File: src/npc_pkg.sv
`default_nettype none

package npc_pkg;

	// ******************************
	// widths and sizes
	// ******************************

	// data word width
	localparam int XLEN = 64;
	// bus address and pc width
	localparam int ADDR_W = 32;
	// rv instruction width
	localparam int INST_W = 32;
	// sram depth in data words
	localparam int MEM_WORDS = 512;
	// byte offset bits inside a data word
	localparam int OFF_W = $clog2(XLEN / 8);
	// word index bits of the sram
	localparam int IDX_W = $clog2(MEM_WORDS);
	// first fetch address
	localparam logic [ADDR_W-1:0] RESET_PC = 32'h0000_0000;

	// ******************************
	// shared types
	// ******************************

	typedef logic [ADDR_W-1:0] addr_t;
	typedef logic [XLEN-1:0] data_t;
	typedef logic [INST_W-1:0] inst_t;
	typedef logic [XLEN/8-1:0] strb_t;
	typedef logic [IDX_W-1:0] word_idx_t;

	// fetch fsm
	typedef enum logic [1:0] {IDLE_ADDR, WAIT_DATA, HOLD_INST} fetch_state_t;
	// load/store fsm
	typedef enum logic [2:0] {IDLE, RD_ADDR, RD_DATA, WR_REQ, WR_RESP} lsu_state_t;
	// who holds the shared read channel
	typedef enum logic [1:0] {OWN_NONE, OWN_FETCH, OWN_LSU} arb_owner_t;

endpackage

`default_nettype wire

File: src/mem_bus_if.sv
`timescale 1ns/1ps
`default_nettype none

interface mem_bus_if import npc_pkg::*; ();

	// read address channel
	addr_t araddr;
	logic arvalid;
	logic arready;

	// read data channel, response always okay
	data_t rdata;
	logic rvalid;
	logic rready;

	// write address channel
	addr_t awaddr;
	logic awvalid;
	logic awready;

	// write data channel, single beat
	data_t wdata;
	strb_t wstrb;
	logic wvalid;
	logic wready;

	// write response channel
	logic bvalid;
	logic bready;

	// requester side
	modport master (
		output araddr, arvalid, input arready,
		input rdata, rvalid, output rready,
		output awaddr, awvalid, input awready,
		output wdata, wstrb, wvalid, input wready,
		input bvalid, output bready
	);

	// responder side
	modport slave (
		input araddr, arvalid, output arready,
		output rdata, rvalid, input rready,
		input awaddr, awvalid, output awready,
		input wdata, wstrb, wvalid, output wready,
		output bvalid, input bready
	);

endinterface

`default_nettype wire

File: src/lsu.sv
`timescale 1ns/1ps
`default_nettype none

module lsu import npc_pkg::*; (
	input logic clk,
	input logic rst,
	input logic ls_req,
	input logic ls_write,
	input addr_t ls_addr,
	input data_t ls_wdata,
	input strb_t ls_strb,
	output logic ls_busy,
	output logic ls_done,
	output data_t ls_rdata,
	mem_bus_if.master bus
);

	lsu_state_t state;
	// latched command
	addr_t addr_q;
	data_t wdata_q;
	strb_t strb_q;
	// halves of a store already taken by the slave
	logic aw_sent;
	logic w_sent;
	logic start;
	logic ar_fire;
	logic r_fire;
	logic aw_fire;
	logic w_fire;
	logic b_fire;
	logic wr_sent;

	assign start = ls_req && !ls_busy;
	assign ar_fire = bus.arvalid && bus.arready;
	assign r_fire = bus.rvalid && bus.rready;
	assign aw_fire = bus.awvalid && bus.awready;
	assign w_fire = bus.wvalid && bus.wready;
	assign b_fire = bus.bvalid && bus.bready;
	// aw and w may be taken on different edges
	assign wr_sent = (aw_sent || aw_fire) && (w_sent || w_fire);

	// load side
	assign bus.arvalid = (state == RD_ADDR);
	assign bus.araddr = addr_q;
	assign bus.rready = (state == RD_DATA);

	// store side, aw and w raised together
	assign bus.awvalid = (state == WR_REQ) && !aw_sent;
	assign bus.awaddr = addr_q;
	assign bus.wvalid = (state == WR_REQ) && !w_sent;
	assign bus.wdata = wdata_q;
	assign bus.wstrb = strb_q;
	assign bus.bready = (state == WR_RESP);

	always_ff @(posedge clk) begin
		if (rst) begin
			state <= IDLE;
			ls_busy <= 1'b0;
			ls_done <= 1'b0;
			aw_sent <= 1'b0;
			w_sent <= 1'b0;
		end else begin
			// done is a single cycle pulse
			ls_done <= 1'b0;
			case (state)
				IDLE: begin
					if (start) begin
						state <= ls_write ? WR_REQ : RD_ADDR;
						ls_busy <= 1'b1;
					end
				end
				RD_ADDR: begin
					if (ar_fire)
						state <= RD_DATA;
				end
				RD_DATA: begin
					if (r_fire) begin
						state <= IDLE;
						ls_busy <= 1'b0;
						ls_done <= 1'b1;
					end
				end
				WR_REQ: begin
					aw_sent <= aw_sent || aw_fire;
					w_sent <= w_sent || w_fire;
					if (wr_sent) begin
						state <= WR_RESP;
						aw_sent <= 1'b0;
						w_sent <= 1'b0;
					end
				end
				WR_RESP: begin
					if (b_fire) begin
						state <= IDLE;
						ls_busy <= 1'b0;
						ls_done <= 1'b1;
					end
				end
				default: state <= IDLE;
			endcase
		end
	end

	// command and load data registers
	always_ff @(posedge clk) begin
		if (start) begin
			addr_q <= ls_addr;
			wdata_q <= ls_wdata;
			strb_q <= ls_strb;
		end
		// held until the next load returns
		if (r_fire)
			ls_rdata <= bus.rdata;
	end

	// ******************************
	// checks
	// ******************************

	a_req_when_free: assert property (@(posedge clk) disable iff (rst)
		ls_req |-> !ls_busy);

	a_done_pulse: assert property (@(posedge clk) disable iff (rst)
		ls_done |=> !ls_done);

endmodule

`default_nettype wire

File: src/flat_wrapper.sv
// flat-port wrapper written by rule: the top's interface ports become plain ports
module lsu_flat import npc_pkg::*;
  (clk, rst, ls_req, ls_write, ls_addr, ls_wdata, ls_strb, ls_busy, ls_done, ls_rdata, bus_araddr, bus_arvalid, bus_arready, bus_rdata, bus_rvalid, bus_rready, bus_awaddr, bus_awvalid, bus_awready, bus_wdata, bus_wstrb, bus_wvalid, bus_wready, bus_bvalid, bus_bready);
  mem_bus_if bus_i ();
  input logic clk;
  input logic rst;
  input logic ls_req;
  input logic ls_write;
  input addr_t ls_addr;
  input data_t ls_wdata;
  input strb_t ls_strb;
  output logic ls_busy;
  output logic ls_done;
  output data_t ls_rdata;
  output wire logic [$bits(bus_i.araddr)-1:0] bus_araddr;
  output wire logic [$bits(bus_i.arvalid)-1:0] bus_arvalid;
  input wire logic [$bits(bus_i.arready)-1:0] bus_arready;
  input wire logic [$bits(bus_i.rdata)-1:0] bus_rdata;
  input wire logic [$bits(bus_i.rvalid)-1:0] bus_rvalid;
  output wire logic [$bits(bus_i.rready)-1:0] bus_rready;
  output wire logic [$bits(bus_i.awaddr)-1:0] bus_awaddr;
  output wire logic [$bits(bus_i.awvalid)-1:0] bus_awvalid;
  input wire logic [$bits(bus_i.awready)-1:0] bus_awready;
  output wire logic [$bits(bus_i.wdata)-1:0] bus_wdata;
  output wire logic [$bits(bus_i.wstrb)-1:0] bus_wstrb;
  output wire logic [$bits(bus_i.wvalid)-1:0] bus_wvalid;
  input wire logic [$bits(bus_i.wready)-1:0] bus_wready;
  input wire logic [$bits(bus_i.bvalid)-1:0] bus_bvalid;
  output wire logic [$bits(bus_i.bready)-1:0] bus_bready;
  assign bus_araddr = bus_i.araddr;
  assign bus_arvalid = bus_i.arvalid;
  assign bus_i.arready = bus_arready;
  assign bus_i.rdata = bus_rdata;
  assign bus_i.rvalid = bus_rvalid;
  assign bus_rready = bus_i.rready;
  assign bus_awaddr = bus_i.awaddr;
  assign bus_awvalid = bus_i.awvalid;
  assign bus_i.awready = bus_awready;
  assign bus_wdata = bus_i.wdata;
  assign bus_wstrb = bus_i.wstrb;
  assign bus_wvalid = bus_i.wvalid;
  assign bus_i.wready = bus_wready;
  assign bus_i.bvalid = bus_bvalid;
  assign bus_bready = bus_i.bready;
  lsu u_core (.clk(clk), .rst(rst), .ls_req(ls_req), .ls_write(ls_write), .ls_addr(ls_addr), .ls_wdata(ls_wdata), .ls_strb(ls_strb), .ls_busy(ls_busy), .ls_done(ls_done), .ls_rdata(ls_rdata), .bus(bus_i));
endmodule
File: config.mk
export PLATFORM = sky130hd
export DESIGN_NAME = lsu_flat
export DESIGN_NICKNAME = d
export VERILOG_FILES = /design/src/npc_pkg.sv /design/src/mem_bus_if.sv /design/src/lsu.sv /design/src/flat_wrapper.sv
export SDC_FILE = /design/constraint.sdc
export NUM_CORES = 1
export LEC_CHECK = 0
export BUFFER_PORTS_ARGS = -buffer_cell sky130_fd_sc_hd__buf_4
export CAP_MARGIN = 40
export CORE_AREA = 2 2 151 153
export DETAILED_ROUTE_END_ITERATION = 16
export DIE_AREA = 0 0 153 155
export PLACE_DENSITY = 0.56
export SLEW_MARGIN = 30
export SYNTH_ARGS = -nofsm -noshare
export SYNTH_HDL_FRONTEND = slang
export SYNTH_SLANG_ARGS = --single-unit
File: constraint.sdc
create_clock -name clk -period 14.85 [get_ports clk]
set_clock_uncertainty 0.15 [all_clocks]
set_input_delay 0.7425 -clock clk [delete_from_list [all_inputs] [get_ports clk]]
set_output_delay 0.7425 -clock clk [all_outputs]
set_load 0.05 [all_outputs]
==> impl_metrics.env <==
export IMPL_status="completed"
export IMPL_fp_dieH_um=155
export IMPL_maxCapViolations=0
export IMPL_p_int_uw=1020
export IMPL_busiest_metal_layer_after_global_routing="met2"
export IMPL_grt_total_usage_pct=12.9
export IMPL_vdd_drop_max_mv=0.0668
export IMPL_layout_min_cycle_time_ns=2.54
export IMPL_worstPathArrival_ns=1.65
export IMPL_max_freq_ghz=0.394
export IMPL_cellPowerDensity_nw_per_um2=173
export IMPL_drt_iter0_markers=130
export IMPL_number_of_global_route_vias_before_repair=3898
export IMPL_syn_area_um2=5730
export IMPL_die_width_um=153
export IMPL_crit_slowest_cell="dfxtp_1"
export IMPL_switching_power_uw=603
export IMPL_finalWeightedCongestion=0.771
export IMPL_maximum_clock_path_buffer_count=2
export IMPL_max_slew_margin_pct=46.3
export IMPL_synth_cell_type_count=28
export IMPL_row_count=55
export IMPL_num_nets_final=803
export IMPL_path_max_fanout=14
export IMPL_post_drt_wl_per_cell_um=17.1
export IMPL_worst_slew_pin_transition_ns=0.805
export IMPL_max_stage_delay_ns=0.58
export IMPL_grt_overflow_total=0
export IMPL_synthCells=255
export IMPL_num_fill_cells=2043
export IMPL_buffer_ports_inserted=383
export IMPL_timing_setup_tns_ns=0
export IMPL_top_level_ports=384
export IMPL_ant_nets=0
export IMPL_syn_mean_instance_area_um2=22.5
export IMPL_timing_worst_setup_path_type="flop to output port"
export IMPL_sinks_on_the_clock_net=175
export IMPL_wire_length_of_the_first_global_routing_pass_mm=22.7
export IMPL_cts_resized_gates=0
export IMPL_ys_seq_elements=175
export IMPL_initial_core_util_pct=25.8
export IMPL_pin_count_of_the_biggest_net_entering_global_routing=69
export IMPL_tritoncts="built"
export IMPL_groute_layer_met1_usage_pct=14.2
export IMPL_layout_core_utilization_pct=42.1
export IMPL_fp_coreArea_um2=22200
export IMPL_clk_insertion_delay_late_ns=0.42
export IMPL_synthesis_nets=432
export IMPL_cts_hold_repair_buffers=0
export IMPL_flow_area_growth_from_synthesis_pct=63.4
export IMPL_clkPwrFrac_pct=27.0
export IMPL_p_leak_uw=0.00390
export IMPL_timing_hold_violations_final=0
export IMPL_ctsRootBufferMaster="clkbuf_16"
export IMPL_drive_above_1_share_pct=66.7
export IMPL_fin_hold_ws_ns=0.343
export IMPL_global_route_usage_met3_pct=5.93
export IMPL_rsz0062_at_grt="no"
export IMPL_required_ns=13.96
export IMPL_switching_share_pct=37.2
export IMPL_global_route_usage_met2_pct=22.0
export IMPL_path_clk_slew_ns=0.07
export IMPL_critical_path_buf_inv_count=1
export IMPL_final_max_slew_violation_count=0
export IMPL_synth_warning_count=0
export IMPL_wl_mm=15.8
export IMPL_antenna_diode_count=0
export IMPL_number_of_setup_violations_in_the_final_report=0
export IMPL_setup_worst_path_end_class="output port"
export IMPL_total_clock_buffers_created_by_cts=17
export IMPL_ys_seq_area_share_pct=90.6
export IMPL_detailroute_via_count=3707
export IMPL_route_detailed_vias_per_inst=4.01
export IMPL_h_tree_depth=4
export IMPL_p_comb_share_pct=31.9
export IMPL_holdCritPathClass="input port to flop"
export IMPL_cp_cell_sequence="nand3b_1 > nor2_1 > buf_4"
export IMPL_startpoint_type="flop"
export IMPL_crit_family="flip-flops"
export IMPL_first_pass_iters=5
export IMPL_remaining_drc_errors=0
export IMPL_initial_antenna_violation_count=0
export IMPL_dp_hpwl_mm=12.5
export IMPL_dieArea_um2=23700
export IMPL_p_seq_share_pct=41.0
export IMPL_buffer_count_from_post_cts_setup_fixing=0
export IMPL_post_route_period_util_pct=17.1
==> through the flow <==
step	instance area (um^2)	power, uW	worst slack [ns]	instances
after floorplan	5730	1030	8.98	255
after global routing	9360	1680	12.15	924
after global placement	8720	1190	11.77	890
final	9360	1620	12.31	924
after CTS	9330	1640	12.30	923
after detailed placement	8750	1200	12.17	891
==> state kept, by name, summed over array words and instances (netlist names) <==
name / cells
u_core.ls_rdata: 64
u_core.ls_done: 1
u_core.bus.wdata: 64
u_core.state: 3
u_core.bus.wstrb: 8
u_core.ls_busy: 1
u_core.aw_sent: 1
u_core.bus.araddr: 32
u_core.w_sent: 1
==> placed cells by master (no fill, tap or decap), drive strengths merged <==
cell,netlist,routed
nand3b,3,3
and2,1,1
nand2,2,2
dfxtp,7,7
or3,1,1
o221ai,1,1
clkinvlp,0,2
nor2,11,11
nor3,4,4
edfxtp,168,168
nand4b,1,1
mux2i,1,1
and3b,1,1
a31oi,1,1
nand2b,3,3
inv,2,8
o21ai,2,2
nor2b,1,1
clkbuf,1,19
a21oi,5,5
a211oi,1,1
and3,1,1
buf,34,387
clkinv,0,4
o211ai,1,1
o311ai,1,1
bufinv,0,1
nor3b,1,1
==> synthesized netlist by cell type <==
cell type | number | area share, %
nor2b_1 | 1 | 0.11
and3b_2 | 1 | 0.17
nor3b_1 | 1 | 0.13
buf_2 | 1 | 0.087
edfxtp_1 | 168 | 88
o311ai_2 | 1 | 0.28
nand3b_1 | 3 | 0.39
and2_2 | 1 | 0.13
inv_1 | 2 | 0.13
nand2_1 | 2 | 0.13
nor3_1 | 4 | 0.35
o21ai_0 | 2 | 0.17
nand2b_2 | 1 | 0.15
nor2_1 | 11 | 0.72
buf_6 | 1 | 0.20
o221ai_1 | 1 | 0.15
mux2i_1 | 1 | 0.17
nand4b_1 | 1 | 0.15
a21oi_1 | 5 | 0.44
o211ai_2 | 1 | 0.22
nand2b_1 | 2 | 0.22
or3_4 | 1 | 0.20
a211oi_2 | 1 | 0.22
buf_4 | 32 | 4.2
dfxtp_1 | 7 | 2.4
a31oi_1 | 1 | 0.11
clkbuf_2 | 1 | 0.087
and3_1 | 1 | 0.11
==> worst paths after layout <==
| path | cells past startpoint | endpoint | slack [ns] | startpoint |
|---|---|---|---|---|
| worst max register to register | 2 | u_core.ls_rdata[61]$_DFFE_PP_ | 12.82 | u_core.state[1]$_SDFFE_PP0P_ |
| worst max-delay path | 3 | bus_wvalid | 12.31 | u_core.state[1]$_SDFFE_PP0P_ |
| worst min register to register | 2 | u_core.w_sent$_SDFFE_PP0N_ | 0.43 | u_core.w_sent$_SDFFE_PP0N_ |
| worst min-delay path | 1 | u_core.ls_rdata[27]$_DFFE_PP_ | 0.34 | bus_rdata[27] |
==> cells by family (layout without fill, tap and decap cells) <==
logic type / count (synthesis) / in the layout / synth area share (%)
compound gates: 12 / 12 / 1.60
buf+inv: 37 / 421 / 4.70
flops: 175 / 175 / 90.6
mux: 1 / 1 / 0.175
simple gates: 30 / 30 / 2.97
==> cell type report <==
type / instances / area (um^2) / area share, %
multi-input cells: 43 / 280 / 3.00
clock buffers: 19 / 433 / 4.63
inverters: 2 / 7.51 / 0.0802
well taps: 285 / 357 / 3.81
flip-flops and latches: 175 / 5180 / 55.4
clock inverters: 13 / 150 / 1.60
repair buffers: 387 / 2950 / 31.5
==> worst register-to-register path, delay by kind of cell (launching register included) <==
family / cells / cell delay [ns]
buf+inv: 1 / 0.58
flops: 1 / 0.58
simple gates: 1 / 0.26
==> per-layer routing <==
metal / vias up / share of wire [%] / routed length [um]
met5: - / 0 / 0
met3: 11 / 10 / 1600
met4: 0 / 1.4 / 220
li1: 1688 / - / -
met2: 235 / 51 / 8160
met1: 1773 / 37 / 5860
==> power groups by stage <==
stage / clock [uW] / combinational (uW) / sequential (uW)
2_1_floorplan: 0 / 117 / 912
3_3_place_gp: 0 / 512 / 675
3_5_place_dp: 0 / 518 / 677
4_1_cts: 452 / 519 / 667
5_1_grt: 474 / 535 / 673
6_report: 438 / 517 / 665
(Power assumes the default switching activity.)
