### src/npc_pkg.sv
`default_nettype none

package npc_pkg;

	// ******************************
	// widths and sizes
	// ******************************

	// data word width
	localparam int XLEN = 64;
	// bus address and pc width
	localparam int ADDR_W = 32;
	// rv instruction width
	localparam int INST_W = 32;
	// sram depth in data words
	localparam int MEM_WORDS = 512;
	// byte offset bits inside a data word
	localparam int OFF_W = $clog2(XLEN / 8);
	// word index bits of the sram
	localparam int IDX_W = $clog2(MEM_WORDS);
	// first fetch address
	localparam logic [ADDR_W-1:0] RESET_PC = 32'h0000_0000;

	// ******************************
	// shared types
	// ******************************

	typedef logic [ADDR_W-1:0] addr_t;
	typedef logic [XLEN-1:0] data_t;
	typedef logic [INST_W-1:0] inst_t;
	typedef logic [XLEN/8-1:0] strb_t;
	typedef logic [IDX_W-1:0] word_idx_t;

	// fetch fsm
	typedef enum logic [1:0] {IDLE_ADDR, WAIT_DATA, HOLD_INST} fetch_state_t;
	// load/store fsm
	typedef enum logic [2:0] {IDLE, RD_ADDR, RD_DATA, WR_REQ, WR_RESP} lsu_state_t;
	// who holds the shared read channel
	typedef enum logic [1:0] {OWN_NONE, OWN_FETCH, OWN_LSU} arb_owner_t;

endpackage

`default_nettype wire

### src/mem_bus_if.sv
`timescale 1ns/1ps
`default_nettype none

interface mem_bus_if import npc_pkg::*; ();

	// read address channel
	addr_t araddr;
	logic arvalid;
	logic arready;

	// read data channel, response always okay
	data_t rdata;
	logic rvalid;
	logic rready;

	// write address channel
	addr_t awaddr;
	logic awvalid;
	logic awready;

	// write data channel, single beat
	data_t wdata;
	strb_t wstrb;
	logic wvalid;
	logic wready;

	// write response channel
	logic bvalid;
	logic bready;

	// requester side
	modport master (
		output araddr, arvalid, input arready,
		input rdata, rvalid, output rready,
		output awaddr, awvalid, input awready,
		output wdata, wstrb, wvalid, input wready,
		input bvalid, output bready
	);

	// responder side
	modport slave (
		input araddr, arvalid, output arready,
		output rdata, rvalid, input rready,
		input awaddr, awvalid, output awready,
		input wdata, wstrb, wvalid, output wready,
		output bvalid, input bready
	);

endinterface

`default_nettype wire

### src/bus_arbiter.sv
`timescale 1ns/1ps
`default_nettype none

module bus_arbiter import npc_pkg::*; (
	input logic clk,
	input logic rst,
	mem_bus_if.slave fetch_bus,
	mem_bus_if.slave lsu_bus,
	mem_bus_if.master mem_bus
);

	// read channel owner, ar transfer until r transfer
	arb_owner_t owner;
	logic grant_lsu;
	logic grant_fetch;
	logic ar_fire;
	logic r_fire;

	// ******************************
	// read address, lsu first
	// ******************************

	// grant only while nobody holds the channel
	assign grant_lsu = (owner == OWN_NONE) && lsu_bus.arvalid;
	assign grant_fetch = (owner == OWN_NONE) && !lsu_bus.arvalid && fetch_bus.arvalid;

	assign mem_bus.arvalid = grant_lsu || grant_fetch;
	assign mem_bus.araddr = grant_lsu ? lsu_bus.araddr : fetch_bus.araddr;
	// a waiting master sees arready low
	assign lsu_bus.arready = grant_lsu && mem_bus.arready;
	assign fetch_bus.arready = grant_fetch && mem_bus.arready;

	assign ar_fire = mem_bus.arvalid && mem_bus.arready;
	assign r_fire = mem_bus.rvalid && mem_bus.rready;

	// ******************************
	// read data, steered to owner
	// ******************************

	assign fetch_bus.rvalid = mem_bus.rvalid && (owner == OWN_FETCH);
	assign lsu_bus.rvalid = mem_bus.rvalid && (owner == OWN_LSU);
	// data fans out, rvalid qualifies it
	assign fetch_bus.rdata = mem_bus.rdata;
	assign lsu_bus.rdata = mem_bus.rdata;
	assign mem_bus.rready = (owner == OWN_FETCH) ? fetch_bus.rready :
		(owner == OWN_LSU) ? lsu_bus.rready : 1'b0;

	always_ff @(posedge clk) begin
		if (rst)
			owner <= OWN_NONE;
		else if (ar_fire)
			owner <= grant_lsu ? OWN_LSU : OWN_FETCH;
		else if (r_fire)
			owner <= OWN_NONE;
	end

	// ******************************
	// writes, lsu only
	// ******************************

	assign mem_bus.awaddr = lsu_bus.awaddr;
	assign mem_bus.awvalid = lsu_bus.awvalid;
	assign lsu_bus.awready = mem_bus.awready;
	assign mem_bus.wdata = lsu_bus.wdata;
	assign mem_bus.wstrb = lsu_bus.wstrb;
	assign mem_bus.wvalid = lsu_bus.wvalid;
	assign lsu_bus.wready = mem_bus.wready;
	assign lsu_bus.bvalid = mem_bus.bvalid;
	assign mem_bus.bready = lsu_bus.bready;

	// fetch never writes
	assign fetch_bus.awready = 1'b0;
	assign fetch_bus.wready = 1'b0;
	assign fetch_bus.bvalid = 1'b0;

	// ******************************
	// checks
	// ******************************

	a_owner_held: assert property (@(posedge clk) disable iff (rst)
		mem_bus.rvalid && !mem_bus.rready |=> owner == $past(owner));

	// response always has exactly one receiver
	a_rvalid_owner: assert property (@(posedge clk) disable iff (rst)
		mem_bus.rvalid |-> (owner != OWN_NONE) && (fetch_bus.rvalid != lsu_bus.rvalid));

endmodule

`default_nettype wire

### src/flat_wrapper.sv
// flat-port wrapper written by rule: the top's interface ports become plain ports
module bus_arbiter_flat import npc_pkg::*;
  (clk, rst, fetch_bus_araddr, fetch_bus_arvalid, fetch_bus_arready, fetch_bus_rdata, fetch_bus_rvalid, fetch_bus_rready, fetch_bus_awaddr, fetch_bus_awvalid, fetch_bus_awready, fetch_bus_wdata, fetch_bus_wstrb, fetch_bus_wvalid, fetch_bus_wready, fetch_bus_bvalid, fetch_bus_bready, lsu_bus_araddr, lsu_bus_arvalid, lsu_bus_arready, lsu_bus_rdata, lsu_bus_rvalid, lsu_bus_rready, lsu_bus_awaddr, lsu_bus_awvalid, lsu_bus_awready, lsu_bus_wdata, lsu_bus_wstrb, lsu_bus_wvalid, lsu_bus_wready, lsu_bus_bvalid, lsu_bus_bready, mem_bus_araddr, mem_bus_arvalid, mem_bus_arready, mem_bus_rdata, mem_bus_rvalid, mem_bus_rready, mem_bus_awaddr, mem_bus_awvalid, mem_bus_awready, mem_bus_wdata, mem_bus_wstrb, mem_bus_wvalid, mem_bus_wready, mem_bus_bvalid, mem_bus_bready);
  mem_bus_if fetch_bus_i ();
  mem_bus_if lsu_bus_i ();
  mem_bus_if mem_bus_i ();
  input logic clk;
  input logic rst;
  input wire logic [$bits(fetch_bus_i.araddr)-1:0] fetch_bus_araddr;
  input wire logic [$bits(fetch_bus_i.arvalid)-1:0] fetch_bus_arvalid;
  output wire logic [$bits(fetch_bus_i.arready)-1:0] fetch_bus_arready;
  output wire logic [$bits(fetch_bus_i.rdata)-1:0] fetch_bus_rdata;
  output wire logic [$bits(fetch_bus_i.rvalid)-1:0] fetch_bus_rvalid;
  input wire logic [$bits(fetch_bus_i.rready)-1:0] fetch_bus_rready;
  input wire logic [$bits(fetch_bus_i.awaddr)-1:0] fetch_bus_awaddr;
  input wire logic [$bits(fetch_bus_i.awvalid)-1:0] fetch_bus_awvalid;
  output wire logic [$bits(fetch_bus_i.awready)-1:0] fetch_bus_awready;
  input wire logic [$bits(fetch_bus_i.wdata)-1:0] fetch_bus_wdata;
  input wire logic [$bits(fetch_bus_i.wstrb)-1:0] fetch_bus_wstrb;
  input wire logic [$bits(fetch_bus_i.wvalid)-1:0] fetch_bus_wvalid;
  output wire logic [$bits(fetch_bus_i.wready)-1:0] fetch_bus_wready;
  output wire logic [$bits(fetch_bus_i.bvalid)-1:0] fetch_bus_bvalid;
  input wire logic [$bits(fetch_bus_i.bready)-1:0] fetch_bus_bready;
  input wire logic [$bits(lsu_bus_i.araddr)-1:0] lsu_bus_araddr;
  input wire logic [$bits(lsu_bus_i.arvalid)-1:0] lsu_bus_arvalid;
  output wire logic [$bits(lsu_bus_i.arready)-1:0] lsu_bus_arready;
  output wire logic [$bits(lsu_bus_i.rdata)-1:0] lsu_bus_rdata;
  output wire logic [$bits(lsu_bus_i.rvalid)-1:0] lsu_bus_rvalid;
  input wire logic [$bits(lsu_bus_i.rready)-1:0] lsu_bus_rready;
  input wire logic [$bits(lsu_bus_i.awaddr)-1:0] lsu_bus_awaddr;
  input wire logic [$bits(lsu_bus_i.awvalid)-1:0] lsu_bus_awvalid;
  output wire logic [$bits(lsu_bus_i.awready)-1:0] lsu_bus_awready;
  input wire logic [$bits(lsu_bus_i.wdata)-1:0] lsu_bus_wdata;
  input wire logic [$bits(lsu_bus_i.wstrb)-1:0] lsu_bus_wstrb;
  input wire logic [$bits(lsu_bus_i.wvalid)-1:0] lsu_bus_wvalid;
  output wire logic [$bits(lsu_bus_i.wready)-1:0] lsu_bus_wready;
  output wire logic [$bits(lsu_bus_i.bvalid)-1:0] lsu_bus_bvalid;
  input wire logic [$bits(lsu_bus_i.bready)-1:0] lsu_bus_bready;
  output wire logic [$bits(mem_bus_i.araddr)-1:0] mem_bus_araddr;
  output wire logic [$bits(mem_bus_i.arvalid)-1:0] mem_bus_arvalid;
  input wire logic [$bits(mem_bus_i.arready)-1:0] mem_bus_arready;
  input wire logic [$bits(mem_bus_i.rdata)-1:0] mem_bus_rdata;
  input wire logic [$bits(mem_bus_i.rvalid)-1:0] mem_bus_rvalid;
  output wire logic [$bits(mem_bus_i.rready)-1:0] mem_bus_rready;
  output wire logic [$bits(mem_bus_i.awaddr)-1:0] mem_bus_awaddr;
  output wire logic [$bits(mem_bus_i.awvalid)-1:0] mem_bus_awvalid;
  input wire logic [$bits(mem_bus_i.awready)-1:0] mem_bus_awready;
  output wire logic [$bits(mem_bus_i.wdata)-1:0] mem_bus_wdata;
  output wire logic [$bits(mem_bus_i.wstrb)-1:0] mem_bus_wstrb;
  output wire logic [$bits(mem_bus_i.wvalid)-1:0] mem_bus_wvalid;
  input wire logic [$bits(mem_bus_i.wready)-1:0] mem_bus_wready;
  input wire logic [$bits(mem_bus_i.bvalid)-1:0] mem_bus_bvalid;
  output wire logic [$bits(mem_bus_i.bready)-1:0] mem_bus_bready;
  assign fetch_bus_i.araddr = fetch_bus_araddr;
  assign fetch_bus_i.arvalid = fetch_bus_arvalid;
  assign fetch_bus_arready = fetch_bus_i.arready;
  assign fetch_bus_rdata = fetch_bus_i.rdata;
  assign fetch_bus_rvalid = fetch_bus_i.rvalid;
  assign fetch_bus_i.rready = fetch_bus_rready;
  assign fetch_bus_i.awaddr = fetch_bus_awaddr;
  assign fetch_bus_i.awvalid = fetch_bus_awvalid;
  assign fetch_bus_awready = fetch_bus_i.awready;
  assign fetch_bus_i.wdata = fetch_bus_wdata;
  assign fetch_bus_i.wstrb = fetch_bus_wstrb;
  assign fetch_bus_i.wvalid = fetch_bus_wvalid;
  assign fetch_bus_wready = fetch_bus_i.wready;
  assign fetch_bus_bvalid = fetch_bus_i.bvalid;
  assign fetch_bus_i.bready = fetch_bus_bready;
  assign lsu_bus_i.araddr = lsu_bus_araddr;
  assign lsu_bus_i.arvalid = lsu_bus_arvalid;
  assign lsu_bus_arready = lsu_bus_i.arready;
  assign lsu_bus_rdata = lsu_bus_i.rdata;
  assign lsu_bus_rvalid = lsu_bus_i.rvalid;
  assign lsu_bus_i.rready = lsu_bus_rready;
  assign lsu_bus_i.awaddr = lsu_bus_awaddr;
  assign lsu_bus_i.awvalid = lsu_bus_awvalid;
  assign lsu_bus_awready = lsu_bus_i.awready;
  assign lsu_bus_i.wdata = lsu_bus_wdata;
  assign lsu_bus_i.wstrb = lsu_bus_wstrb;
  assign lsu_bus_i.wvalid = lsu_bus_wvalid;
  assign lsu_bus_wready = lsu_bus_i.wready;
  assign lsu_bus_bvalid = lsu_bus_i.bvalid;
  assign lsu_bus_i.bready = lsu_bus_bready;
  assign mem_bus_araddr = mem_bus_i.araddr;
  assign mem_bus_arvalid = mem_bus_i.arvalid;
  assign mem_bus_i.arready = mem_bus_arready;
  assign mem_bus_i.rdata = mem_bus_rdata;
  assign mem_bus_i.rvalid = mem_bus_rvalid;
  assign mem_bus_rready = mem_bus_i.rready;
  assign mem_bus_awaddr = mem_bus_i.awaddr;
  assign mem_bus_awvalid = mem_bus_i.awvalid;
  assign mem_bus_i.awready = mem_bus_awready;
  assign mem_bus_wdata = mem_bus_i.wdata;
  assign mem_bus_wstrb = mem_bus_i.wstrb;
  assign mem_bus_wvalid = mem_bus_i.wvalid;
  assign mem_bus_i.wready = mem_bus_wready;
  assign mem_bus_i.bvalid = mem_bus_bvalid;
  assign mem_bus_bready = mem_bus_i.bready;
  bus_arbiter u_core (.clk(clk), .rst(rst), .fetch_bus(fetch_bus_i), .lsu_bus(lsu_bus_i), .mem_bus(mem_bus_i));
endmodule
### config.mk
export PLATFORM = sky130hd
export DESIGN_NAME = bus_arbiter_flat
export DESIGN_NICKNAME = d
export VERILOG_FILES = /design/src/npc_pkg.sv /design/src/mem_bus_if.sv /design/src/bus_arbiter.sv /design/src/flat_wrapper.sv
export SDC_FILE = /design/constraint.sdc
export NUM_CORES = 1
export LEC_CHECK = 0
export BUFFER_PORTS_ARGS = -buffer_cell sky130_fd_sc_hd__buf_4
export CORE_AREA = 3 3 246 248
export DETAILED_ROUTE_END_ITERATION = 10
export DIE_AREA = 0 0 249 251
export GPL_TIMING_DRIVEN = 0
export PLACE_DENSITY = 0.3
export SLEW_MARGIN = 30
export SYNTH_ARGS = -nofsm -noshare
export SYNTH_HDL_FRONTEND = slang
export SYNTH_SLANG_ARGS = --single-unit
### constraint.sdc
create_clock -name clk -period 2.7 [get_ports clk]
set_input_delay 0.54 -clock clk [delete_from_list [all_inputs] [get_ports clk]]
set_output_delay 0.54 -clock clk [all_outputs]
set_load 0.05 [all_outputs]
==> results by group <==
Final layout
  • Post-layout nets: between 1k and 1.5k
  • Final instance area: slightly above 6000 sq um
  • Multi-input logic area: between 500 and 600 sq um
  • Reg area: 40.0 sq um
  • Number of flip-flops under the largest register name: 2
  • Largest Register: u_core.owner
  • Antenna cells: 0
  • Cell Count, Final, Fillers Out: approximately 1.4k
  • Regs by FF count: u_core.owner x2
  • Finished Core Util: 10.5%
  • Fillers: 6798
  • Share of cells above drive strength 1: between 90% and 100%
  • Synthesis-to-layout area growth: 145%

Timing
  • Final setup viols: 0
  • Tmin final: roughly 2.4 ns
  • Final worst slack: around 0.30 ns
  • Tcrit/Tclk final: a little under 90%
  • Setup tns final: 0 ns
  • Maximum clock rate: between 400 and 500 MHz
  • RSZ-0062 raised after global routing: false
  • Clk_skew: between 0.0003 and 0.0004 ns
  • Max-slew violations: 0
  • Final Hold Viols: 0
  • Final hold slack: ~0.56 ns

Setup path
  • Setup CP Type: reg2out
  • Crit path launch type: register
  • Max stage delay cell, worst path: or3b_1
  • Crit. End Element: output pin
  • Crit-path cells: buf_6 -> or3b_1 -> buf_6 -> buf_12 -> mux2_4 -> buf_4
  • Crit path arrival time: 1.86 ns
  • Worst-path fanout max: 10
  • Slowest stage delay, CP: about 0.36 ns
  • Delay-heaviest family, CP: buffers and inverters
  • Most used cell, CP: buf_6
  • WP buf/inv: 4
  • CP Data Required Time: 2.16 ns

Routing
  • Final ANT Viol Nets: 0
  • Remaining DRCs: 0
  • DRT Pass-1 Iters: 4
  • Routed via count: just under 3k
  • Iteration-0 DRC Markers: between 50 and 60
  • Vias per inst: a little over 2
  • Drt wl/cell: 9.77 um
  • DRT Wirelength: roughly 14 mm

Synthesis
  • EDFF count, synth: 0
  • Top_reg_cell synth: dfxtp_1
  • Synth warn: 0
  • Mapped cell area: approximately 2500 sq um
  • Area contributors post-synth: buf_4 72%, mux2_4 17%, buf_12 2.4%
  • Flops & latches, synth: 2
  • Sequential cell area fraction in the yosys report: under 10%
  • Distinct cells, synth: 21
  • Async SR Flop Fraction: 0%
  • Top cells by count, synth: 241 x buf_4, 28 x mux2_4, 4 x mux2_2
  • Most common cell in the netlist: buf_4
  • Post-synthesis instance total: 300
  • Area leader, netlist: buf_4
  • Avg Cell Area, Syn: ~8.4 sq um
  • Yosys top cell area share: 71.7%

Power and ir drop
  • Sw Ratio: around 56%
  • Comb power frac: between 80% and 90%
  • Switching power total: about 1.1 mW
  • Internal power: 0.906 mW
  • Seq pwr share: 1.6%
  • Pwr dens: 331 nW/um^2
  • Static Leak: roughly 3.2 nW
  • Peak supply drop: about 0.16 mV
  • Clock group share of total power: roughly 11%
  • Total power draw: a little over 2 mW

Place
  • Buffers added on ports: roughly 350
  • Placement Cell Area: between 6000 and 7000 sq um
  • DP Wirelength: about 13 mm
  • Pre-CTS setup slack: ~0.29 ns
  • Placer congestion estimate: 0.698
  • # placed instances: about 1.4k

Floorplanning
  • Die Y: between 200 and 300 um
  • Initial Utilization: about 4.3%
  • Die ar.: between 60000 and 70000 sq um
  • Core footprint: 58700 sq um
  • Die W: ~250 um
  • # rows: 89
  • Num ports: 632

Clocking
  • Clk root buf: clkbuf_16
  • Clock transition at path regs: roughly 0.03 ns
  • Post-CTS setup buffers: 0
  • Clock Path Buffers: 2
  • CTS Hold Bufs: 0
  • CTS tree: yes
  • H-tree depth: 1
  • Clk_lat worst skew: 0.22 ns
  • Count of clock tree sinks: 2
  • Num CTS Buffers: 3
  • Post-cts resize count: 0

Job
  • Max_cap viols: 0

Global route
  • Largest net degree at the start of global routing: 11
  • GR Overflow Total: 0
  • GRT Total Usage: about 3.9%
  • Global-route wire length before repair: between 15 and 20 mm
  • Antenna violations before repair: 1
  • Vias in the first global route: approximately 3.0k

Worst hold path
  • HP Class: in2reg

Status
  • Status: finished clean
[power groups by stage]
stage	combinational (mW)	sequential [mW]	clock (mW)
after floorplan	1.31	0.0336	0
after global placement	1.81	0.0343	0
after detailed placement	1.81	0.0342	0
after CTS	1.81	0.0338	0.225
after global routing	1.86	0.0342	0.230
final	1.79	0.0337	0.222
[cells by family after synthesis]
kind of cell    after synthesis  share of synthesized area, %
compound gates                3                         0.892
buf+inv                     248                          75.2
flops                         2                          1.59
mux                          32                          18.4
other cells                   1                         0.149
simple gates                 14                          3.72
[routing by layer]
layer  track usage, %  up-vias  part of all wire, %
li1                 -     1401                    -
met4            0.500        0                 0.42
met3             1.67        4                   14
met1             4.15     1233                   33
met2             7.16      272                   52
met5                0        -                    0
[cells in the final DEF (no fill, tap or decap), types with 2 or more instances in the layout]
cell       instances
buf_4            588
mux2_4            28
mux2_2             4
buf_12             3
conb_1             3
clkbuf_16          3
inv_1              2
buf_6              2
nor2_1             2
nand3b_1           2
nor3_1             2
o32ai_1            2
dfxtp_1            2
[worst register-to-register path, cell delays in order (launching register included)]
cell and delay [ns]:
dfxtp_1 0.29, buf_6 0.13, or3b_1 0.36, buf_6 0.17, buf_12 0.18, o32ai_1 0.22
[path summary, 6_finish.rpt]
path                                 startpoint                end  slack, ns  cells after the start
worst max-delay path            u_core.owner[1]  mem_bus_araddr[7]       0.30                      6
worst min-delay path                        rst    u_core.owner[0]       0.56                      2
worst max register to register  u_core.owner[1]    u_core.owner[1]       1.26                      5
worst min register to register  u_core.owner[0]    u_core.owner[0]       0.62                      2
[layout make-up]
class	count	share of cell area, %
Buffer	246	30.6
Inverter	2	0.121
Clock buffer	3	1.21
Tap cell	773	15.7
Multi-Input combinational cell	52	9.60
Timing Repair Buffer	347	42.2
Sequential cell	2	0.648
Power figures use the tool's default switching activity.
